$ cat src/verilog/wb_pkg.sv
`default_nettype none

package wb_pkg;

    localparam int DATA_LEN    = 32;
    localparam int REG_ADDR_W  = 5;
    localparam int NUM_REGS    = 1 << REG_ADDR_W;
    localparam int MEM_ADDR_W  = 6;
    localparam int MEM_DEPTH   = 1 << MEM_ADDR_W;   // 64 words

    // cycles from the request edge to the valid pulse (at least 1)
    localparam int LSU_LATENCY = 3;
    localparam int LSU_CNT_W   = $clog2(LSU_LATENCY + 1);

    // decoded instruction as handed over by execute
    typedef struct packed {
        logic                  wd;         // gpr write enable
        logic [REG_ADDR_W-1:0] wreg;
        logic                  csr_we;
        logic                  is_mem;
        logic                  is_store;   // store when set, load otherwise
        logic [MEM_ADDR_W-1:0] mem_addr;   // word address
        logic [DATA_LEN-1:0]   reg_wdata;  // alu result or store data
        logic [DATA_LEN-1:0]   csr_wdata;
    } inst_rec_t;

    // one commit into the architectural state
    typedef struct packed {
        logic                  wd;
        logic [REG_ADDR_W-1:0] wreg;
        logic                  csr_we;
        logic [DATA_LEN-1:0]   wdata;
        logic [DATA_LEN-1:0]   csr_wdata;
    } wb_rec_t;

    // writeback sequencer states
    typedef enum logic [1:0] {
        WB_WAIT_IFU  = 2'b00,   // idle and ready for issue
        WB_CHECK     = 2'b01,   // record latched and path picked
        WB_WAIT_MEM  = 2'b10,   // load/store in progress
        WB_COMMIT    = 2'b11    // write done with finish pulse
    } wb_state_t;

endpackage

`default_nettype wire

$ cat src/verilog/arch_state.sv
`timescale 1ns/1ps
`default_nettype none

module arch_state (
    input  wire logic                          clk,
    input  wire logic                          rst,
    input  wire wb_pkg::wb_rec_t               commit_i,
    input  wire logic [wb_pkg::REG_ADDR_W-1:0] rd_addr_i,
    output logic [wb_pkg::DATA_LEN-1:0]        rd_data_o,
    output logic [wb_pkg::DATA_LEN-1:0]        csr_o
);

    import wb_pkg::*;

    logic [DATA_LEN-1:0] regs [NUM_REGS];
    logic [DATA_LEN-1:0] scratch;

    // general purpose registers
    always_ff @(posedge clk) begin
        if (rst) begin
            for (int i = 0; i < NUM_REGS; i++) begin
                regs[i] <= '0;
            end
        end else if (commit_i.wd && (commit_i.wreg != '0)) begin
            regs[commit_i.wreg] <= commit_i.wdata;   // x0 never written
        end
    end

    // scratch csr
    always_ff @(posedge clk) begin
        if (rst) begin
            scratch <= '0;
        end else if (commit_i.csr_we) begin
            scratch <= commit_i.csr_wdata;
        end
    end

    assign rd_data_o = regs[rd_addr_i];
    assign csr_o     = scratch;

endmodule

`default_nettype wire

$ cat src/verilog/inst_latch.sv
`timescale 1ns/1ps
`default_nettype none

// holds the issued instruction while writeback runs
module inst_latch (
    input  wire logic              clk,
    input  wire logic              rst,
    input  wire logic              load_i,
    input  wire wb_pkg::inst_rec_t inst_i,
    output wb_pkg::inst_rec_t      rec_o
);

    wb_pkg::inst_rec_t rec_q;

    always_ff @(posedge clk) begin
        if (rst) begin
            rec_q <= '0;
        end else if (load_i) begin
            rec_q <= inst_i;   // only on accepted issue
        end
    end

    // stays put until the next accept, so later stages see a stable record
    assign rec_o = rec_q;

endmodule

`default_nettype wire

$ cat src/verilog/lsu_mem.sv
`timescale 1ns/1ps
`default_nettype none

module lsu_mem (
    input  wire logic                       clk,
    input  wire logic                       rst,
    input  wire logic                       req_i,
    input  wire wb_pkg::inst_rec_t          rec_i,
    output logic                            valid_o,
    output logic [wb_pkg::DATA_LEN-1:0]     rdata_o
);

    import wb_pkg::*;

    logic [DATA_LEN-1:0]  mem [MEM_DEPTH];
    logic [LSU_CNT_W-1:0] cnt;

    // store lands on the request edge
    always_ff @(posedge clk) begin
        if (rst) begin
            for (int i = 0; i < MEM_DEPTH; i++) begin
                mem[i] <= '0;
            end
        end else if (req_i && rec_i.is_store) begin
            mem[rec_i.mem_addr] <= rec_i.reg_wdata;
        end
    end

    // latency counter down to the valid cycle
    always_ff @(posedge clk) begin
        if (rst) begin
            cnt <= '0;
        end else if (req_i) begin
            cnt <= LSU_CNT_W'(LSU_LATENCY);
        end else if (cnt != '0) begin
            cnt <= cnt - 1'b1;
        end
    end

    assign valid_o = (cnt == LSU_CNT_W'(1));

    // word read in the valid cycle and ignored for stores
    assign rdata_o = valid_o ? mem[rec_i.mem_addr] : '0;

endmodule

`default_nettype wire

$ cat src/verilog/wb_ctrl.sv
`timescale 1ns/1ps
`default_nettype none

module wb_ctrl (
    input  wire logic                       clk,
    input  wire logic                       rst,
    input  wire logic                       ifu_valid_i,
    input  wire wb_pkg::inst_rec_t          rec_i,
    input  wire logic                       lsu_valid_i,
    input  wire logic [wb_pkg::DATA_LEN-1:0] lsu_rdata_i,
    output logic                            accept_o,
    output logic                            mem_req_o,
    output logic                            ready_o,
    output logic                            finish_o,
    output wb_pkg::wb_rec_t                 commit_o
);

    import wb_pkg::*;

    wb_state_t state;
    wb_state_t next_state;

    always_ff @(posedge clk) begin
        if (rst) begin
            state <= WB_WAIT_IFU;
        end else begin
            state <= next_state;
        end
    end

    always_comb begin
        next_state = state;
        case (state)
            WB_WAIT_IFU: begin
                if (ifu_valid_i) begin
                    next_state = WB_CHECK;
                end
            end
            WB_CHECK: begin
                if (rec_i.is_mem) begin
                    next_state = WB_WAIT_MEM;
                end else begin
                    next_state = WB_COMMIT;
                end
            end
            WB_WAIT_MEM: begin
                if (lsu_valid_i) begin
                    next_state = WB_COMMIT;
                end
            end
            WB_COMMIT: begin
                next_state = WB_WAIT_IFU;
            end
            default: begin
                next_state = WB_WAIT_IFU;
            end
        endcase
    end

    assign ready_o   = (state == WB_WAIT_IFU);
    assign accept_o  = ready_o && ifu_valid_i;   // strobes while busy are dropped
    assign mem_req_o = (state == WB_CHECK) && rec_i.is_mem;

    // one cycle after the commit edge
    always_ff @(posedge clk) begin
        if (rst) begin
            finish_o <= 1'b0;
        end else begin
            finish_o <= (next_state == WB_COMMIT);
        end
    end

    // commit record is only live in the cycle before the commit edge
    always_comb begin
        commit_o = '0;
        if (next_state == WB_COMMIT) begin
            commit_o.wd        = rec_i.wd;
            commit_o.wreg      = rec_i.wreg;
            commit_o.csr_we    = rec_i.csr_we;
            commit_o.csr_wdata = rec_i.csr_wdata;
            commit_o.wdata     = rec_i.is_mem ? lsu_rdata_i : rec_i.reg_wdata;
        end
    end

endmodule

`default_nettype wire

$ cat src/verilog/wb_subsys_top.sv
`timescale 1ns/1ps
`default_nettype none

module wb_subsys_top (
    input  wire logic                          clk,
    input  wire logic                          rst,
    input  wire logic                          ifu_valid_i,
    input  wire wb_pkg::inst_rec_t             inst_i,
    output logic                               ready_o,
    output logic                               finish_o,
    input  wire logic [wb_pkg::REG_ADDR_W-1:0] rd_addr_i,
    output logic [wb_pkg::DATA_LEN-1:0]        rd_data_o,
    output logic [wb_pkg::DATA_LEN-1:0]        csr_o
);

    import wb_pkg::*;

    logic                accept;
    logic                mem_req;
    logic                lsu_valid;
    logic [DATA_LEN-1:0] lsu_rdata;
    inst_rec_t           rec;
    wb_rec_t             commit;

    inst_latch u_latch (
        .clk    (clk),
        .rst    (rst),
        .load_i (accept),
        .inst_i (inst_i),
        .rec_o  (rec)
    );

    lsu_mem u_lsu (
        .clk     (clk),
        .rst     (rst),
        .req_i   (mem_req),
        .rec_i   (rec),
        .valid_o (lsu_valid),
        .rdata_o (lsu_rdata)
    );

    wb_ctrl u_ctrl (
        .clk         (clk),
        .rst         (rst),
        .ifu_valid_i (ifu_valid_i),
        .rec_i       (rec),
        .lsu_valid_i (lsu_valid),
        .lsu_rdata_i (lsu_rdata),
        .accept_o    (accept),
        .mem_req_o   (mem_req),
        .ready_o     (ready_o),
        .finish_o    (finish_o),
        .commit_o    (commit)
    );

    arch_state u_state (
        .clk       (clk),
        .rst       (rst),
        .commit_i  (commit),
        .rd_addr_i (rd_addr_i),
        .rd_data_o (rd_data_o),
        .csr_o     (csr_o)
    );

endmodule

`default_nettype wire
$ cat config.mk
export PLATFORM = sky130hd
export DESIGN_NAME = wb_subsys_top
export DESIGN_NICKNAME = d
export VERILOG_FILES = /design/src/verilog/wb_pkg.sv /design/src/verilog/arch_state.sv /design/src/verilog/inst_latch.sv /design/src/verilog/lsu_mem.sv /design/src/verilog/wb_ctrl.sv /design/src/verilog/wb_subsys_top.sv
export SDC_FILE = /design/constraint.sdc
export NUM_CORES = 2
export LEC_CHECK = 0
export BUFFER_PORTS_ARGS = -buffer_cell sky130_fd_sc_hd__buf_2
export CAP_MARGIN = 20
export CORE_MARGIN = 1
export CORE_UTILIZATION = 50
export DETAILED_ROUTE_END_ITERATION = 6
export PLACE_DENSITY = 0.65
export SLEW_MARGIN = 20
export SYNTH_ARGS = -nofsm -noshare
export SYNTH_HDL_FRONTEND = slang
export SYNTH_SLANG_ARGS = --single-unit
$ cat constraint.sdc
create_clock -name clk -period 9.65 [get_ports clk]
set_clock_uncertainty 0.15 [all_clocks]
set_input_delay 0.4825 -clock clk [delete_from_list [all_inputs] [get_ports clk]]
set_output_delay 0.4825 -clock clk [all_outputs]
set_load 0.01 [all_outputs]
== Yosys cells after proc, flatten, opt, wreduce, memory -nomap -nowiden ==
Memories as Yosys holds them, arrays and structs flattened. A register that Yosys moved wholly into a read port is not among the register bits.
Index checks and enable logic that the tools add are counted.

* Order comparisons: 0
* Bitwise logic cells: 0
* Reduce and logical (&&, ||, !) cells: 10
* Multiply operators: 0
* Divide/modulo/power cells: 0
* $add $sub $neg: 1
* Mux-type cells: 25
* Shift operators: 0
* Equal/unequal tests: 5

{| class="wikitable"
|+ Operators with widths
! cell !! number
|-
| 2-to-1 mux 32 bit || 4
|-
| 2-to-1 mux 71 bit || 1
|-
| OR reduction 32 bit || 2
|-
| 2-to-1 mux 6 bit || 3
|-
| 2-to-1 mux 1 bit || 11
|-
| 2-to-1 mux 2 bit || 4
|-
| case mux 2 bit (4 select lines) || 1
|-
| equality test 2 bit, second input constant || 3
|-
| 2-to-1 mux 5 bit || 1
|-
| nonzero test 5 bit || 1
|-
| equality test 2 x 1 -> 1 bit, second input constant || 2
|-
| logical AND 1 bit || 4
|-
| nonzero test 2 bit || 2
|-
| logical NOT 2 bit || 1
|-
| subtractor 2 x 1 -> 2 bit, second input constant || 1
|}

* Memories kept: 2
* Output and inout bits: 66
* Bits in latches: 0
* Memory bits (writable): 3072
* Input bits: 87
* Memory bits (read-only): 0
* Word-level logic and storage cells: 55
* Bits in registers: 116

{| class="wikitable"
|+ Memory list
! memory !! words !! bits a word !! read ports !! clocked after memory_dff !! write ports !! line !! RTL
|-
| u_lsu.mem || 64 || 32 || 1 || 1 || 64 || lsu_mem.sv:15 || <nowiki>logic [DATA_LEN-1:0] mem [MEM_DEPTH];</nowiki>
|-
| u_state.regs || 32 || 32 || 1 || 0 || 32 || arch_state.sv:15 || <nowiki>logic [DATA_LEN-1:0] regs [NUM_REGS];</nowiki>
|}

== Depth between registers and ports, before layout ==
* Word-level depth: 12
* Mapped depth: 14
* Gate-level depth less buffers: 8

== By module ==
A second synthesis with hierarchy kept.

* Cells, all modules: 10805
* Area total of the unflattened synthesis: 145472.0 um^2

{| class="wikitable"
|+ Modules (own cells, without submodules)
! module !! cells an instance !! times used !! sequential area each (um^2) !! area an instance (um^2)
|-
| lsu_mem || 6864 || 1 || 61539.0 || 93537.2
|-
| arch_state || 3552 || 1 || 31390.1 || 48202.5
|-
| inst_latch || 255 || 1 || 1581.5 || 2788.9
|-
| wb_ctrl || 134 || 1 || 60.1 || 943.4
|}

== Worst setup path before layout ==
OpenSTA, ideal clock, no wires.

* Path kind: reg-to-reg
* Start: reg u_ctrl.state[0]
* End: mem u_state.regs[7][0], enable pin
* Setup time: 0.394 ns
* Data arrival time: 3.064 ns
* Path slack: 6.042 ns
* Data required time: 9.106 ns
* Stages on the path, launching flop included: 10
* Path buffers: 1
* Period minus slack after synthesis: 3.608 ns
* Cell sequence: dfxtp_1 inv_1 ha_1 clkbuf_1 nand3b_1 a31oi_1 nand3_1 nor4b_1 nand3_1 nand2b_1

{| class="wikitable"
|+ RTL lines
! element !! line !! RTL
|-
| start: declaration || wb_ctrl.sv:20 || <nowiki>wb_state_t state;</nowiki>
|-
| start signal: assignment || wb_ctrl.sv:27 || <nowiki>state <= next_state;</nowiki>
|-
| end: declaration || arch_state.sv:15 ||
|}

==> out/results.tsv <==
metric	value	unit
Initial Utilization	0.503	
total stage count of the critical path	9	
Area Growth Syn to Fin	11.6	%
DP Area	0.146	mm²
YS warnings	0	
1st-iter DRT viols	12200	
# IOs	153	
final cell utilization of the core	0.561	
Worst Path Required	10.11	ns
Clock Root Buffer	clkbuf_16	
Clk pin slew, worst setup/hold paths	0.06	ns
Layout Nets	9510	
DR pass1 iterations	6	
WS Path Type	reg2reg	
worst relative slew slack	0.154	
global-route wire length before repair	635000	µm
most used cell along the critical path	buf_4	
Post-Synth XOR/XNOR Area	0.0000618	
via/cell ratio	6.39	
Synth Cell Area	0.142	mm²
power per cell area	218	mW/mm²
Flop pwr share	0.464	
average size of a mapped cell	15.0	µm²
share of layout cells above drive strength 1	0.209	
clk_lat worst skew	0.96	ns
Max Cap Viol	0	
clock buffer depth	4	
Switching Fraction	0.285	
net switching power	9830	µW
# port buffers	152	
post-synthesis mux area share	0.145	
peak per-stage delay on the critical path	0.88	ns
FFs w/ async S/R, synth	0	
status	finished, final reports clean	
VDD IR max	0.151	mV
Reg2Reg Depth	9	
worst hold path type	in2reg	
post-DR wirelength/cell	34.0	µm
Max FO, Critical Path	98	
Die Ht	535	µm
# rows	195	
Core Area	0.282	mm²
initial antenna violation count	29	
Hold Crit Depth	4	
post_cts resized	0	
Num Clock Sinks	3194	
largest family of logic cells by synthesized area	multiplexers	
fin area	0.158	mm²
Final Hold Fails	0	
global route overflow	0	
Tot GR Track Use	0.317	
pin count of the biggest net entering global routing	127	
# DRC	0	
unrepaired setup endpoints after global routing	false	
Synth Area in Simple Gates	0.136	
Post-Synthesis Cells	9449	
FF+latch count, synth	3194	
slowest stage cell, crit path	nor3_1	
Worst Max-Slew Pin Slew	1.27	ns
Worst Setup End Kind	flip-flop	
Post-CTS Setup Bufs	0	
Pint	24600	µW
CP arrival	6.33	ns
hold_buf cts	92	
clock period minus worst slack	5.87	ns
hpwl dp	262000	µm
period utilization	0.608	
Clock power frac	0.372	
Post-synth EDFFs	3072	
H-Tree Depth	5	
Placer Congestion	0.959	
register area share after synthesis	0.668	
Main synth FF type	edfxtp_1	
Worst Setup Start Kind	flip-flop	
Yosys top cell area share	0.650	
Die W	535	µm
Final Max Tran Viols	0	
Gate power share	0.164	
Synth cell types	71	
Vias	85800	
# setup viols final	0	
Die ar.	0.286	mm²
Synth Area in Compound Gates	0.0212	
final setup TNS	0	ns
CTS tree	yes	
largest cells by area after synthesis	edfxtp_1, mux4_2, and2_1, nor2_1, mux2i_1	
Synth Area in Adders	0.000441	
Worst Hold Slack	0.0551	ns
final wirelength	457000	µm
Yosys top cell by area	edfxtp_1	
total CTS buffers	338	
Bufs and invs on worst path	3	
Max Freq	170	MHz
number of global-route vias before repair	84100	
DRT antenna net count	0	
CP cell instances	buf_12 -> buf_4 -> mux4_2 -> mux2i_1 -> o22ai_1 -> nor3_1 -> a311o_1 -> buf_4 -> nor2_1	
CP top delay family	buffers and inverters	
Leakage	0.0537	µW
## synthesized netlist by cell type (7+ instances only)
master,instances
nor2_1,962
buf_2,149
a21oi_1,195
nor3_1,451
mux2_2,63
a22o_1,7
clkbuf_1,674
o21ai_0,21
a2111oi_0,13
nand2_1,351
nand3_1,21
buf_6,32
o31ai_1,8
and2_1,1682
dfxtp_1,122
a31oi_1,9
nand4_1,11
a221oi_1,10
nor2b_1,39
edfxtp_1,3072
mux2i_1,294
or2_2,68
a32oi_1,18
a211oi_1,16
nand3b_1,7
nand2b_1,39
nor2_2,30
a22oi_1,74
buf_4,29
mux4_2,749
nor4_1,13
o22ai_1,37
inv_1,14
buf_1,81
## path summary, 6_finish.rpt
| path | start | end | slack (ns) |
|---|---|---|---|
| min reg2reg | u_latch.rec_o[7] | u_state.csr_o[7] | 0.30 |
| max reg2reg | flip-flop | u_state.regs[1][31] | 3.78 |
| min | ifu_valid_i | u_ctrl.state[0] | 0.06 |
| max | flip-flop | u_state.regs[1][31] | 3.78 |
## routing by layer
| layer | vias to the layer above | routed length [µm] | track usage |
|---|---|---|---|
| li1 | 34900 | - | - |
| met3 | 1130 | 50900 | 0.0708 |
| met4 | 8 | 32000 | 0.192 |
| met1 | 44400 | 163000 | 0.407 |
| met5 | - | 242 | 0.00516 |
| met2 | 5424 | 211000 | 0.494 |
## cell families after synthesis
group / Yosys count
buffers and inverters: 986
adder cells (fa/ha/maj): 5
XOR/XNOR: 1
AND/OR/NAND/NOR: 3694
multiplexers: 1106
other: 1
AO/OA/AOI/OAI: 462
flip-flops: 3194
## cells in the final DEF (no fill, tap or decap), types with 59 or more instances in the layout
master	count
a21oi_1	193
a22oi_1	72
and2_1	1680
buf_2	147
buf_4	304
clkbuf_1	89
clkbuf_16	344
clkinv_1	59
dfxtp_1	90
dlygate4sd3_1	92
edfxtp_1	3072
mux2_2	63
mux2i_1	294
mux4_2	749
nand2_1	341
nor2_1	908
nor2_2	82
nor3_1	449
or2_2	59
## layout make-up
type | instances | area, µm²
multi-input combinational | 5300 | 43700
clock buffer | 450 | 9150
clock inverter | 158 | 1530
antenna | 8 | 20.0
tap | 3743 | 4680
inverter | 19 | 71.3
sequential | 3194 | 94700
fill | 22100 | 124000
timing repair buffer | 565 | 4370
## power groups by stage
| stage | Combinational (µW) | Clock [µW] | Sequential (µW) |
|---|---|---|---|
| after CTS | 5460 | 12900 | 16000 |
| final | 5640 | 12800 | 16000 |
| after global routing | 5710 | 13400 | 16000 |
| after floorplan | 3150 | 0 | 16100 |
| after global placement | 5360 | 0 | 16200 |
| after detailed placement | 5410 | 0 | 16300 |
## stage by stage
| step | setup WS [ns] | power (µW) | std cells |
|---|---|---|---|
| 6_report | 3.78 | 34500 | 13400 |
| 3_3_place_gp | 3.43 | 21600 | 12700 |
| 3_5_place_dp | 4.06 | 21700 | 12700 |
| 4_1_cts | 4.03 | 34300 | 13400 |
| 2_1_floorplan | 6.04 | 19200 | 9480 |
| 5_1_grt | 3.72 | 35100 | 13400 |
## tightest hold or removal path: stages
cell,delay [ns]
buf_2,0.12
or3_1,0.28
nand2_1,0.10
nor2_1,0.08
## registers in the layout, indices dropped and copies added (netlist names), named ones only
signal and count:
u_lsu.mem 2048, u_state.regs 1024, u_latch.rec_o 79, u_state.csr_o 32, u_ctrl.state 2, u_lsu.cnt 2
u_ctrl.finish_o 1
(Power assumes the default switching activity.)
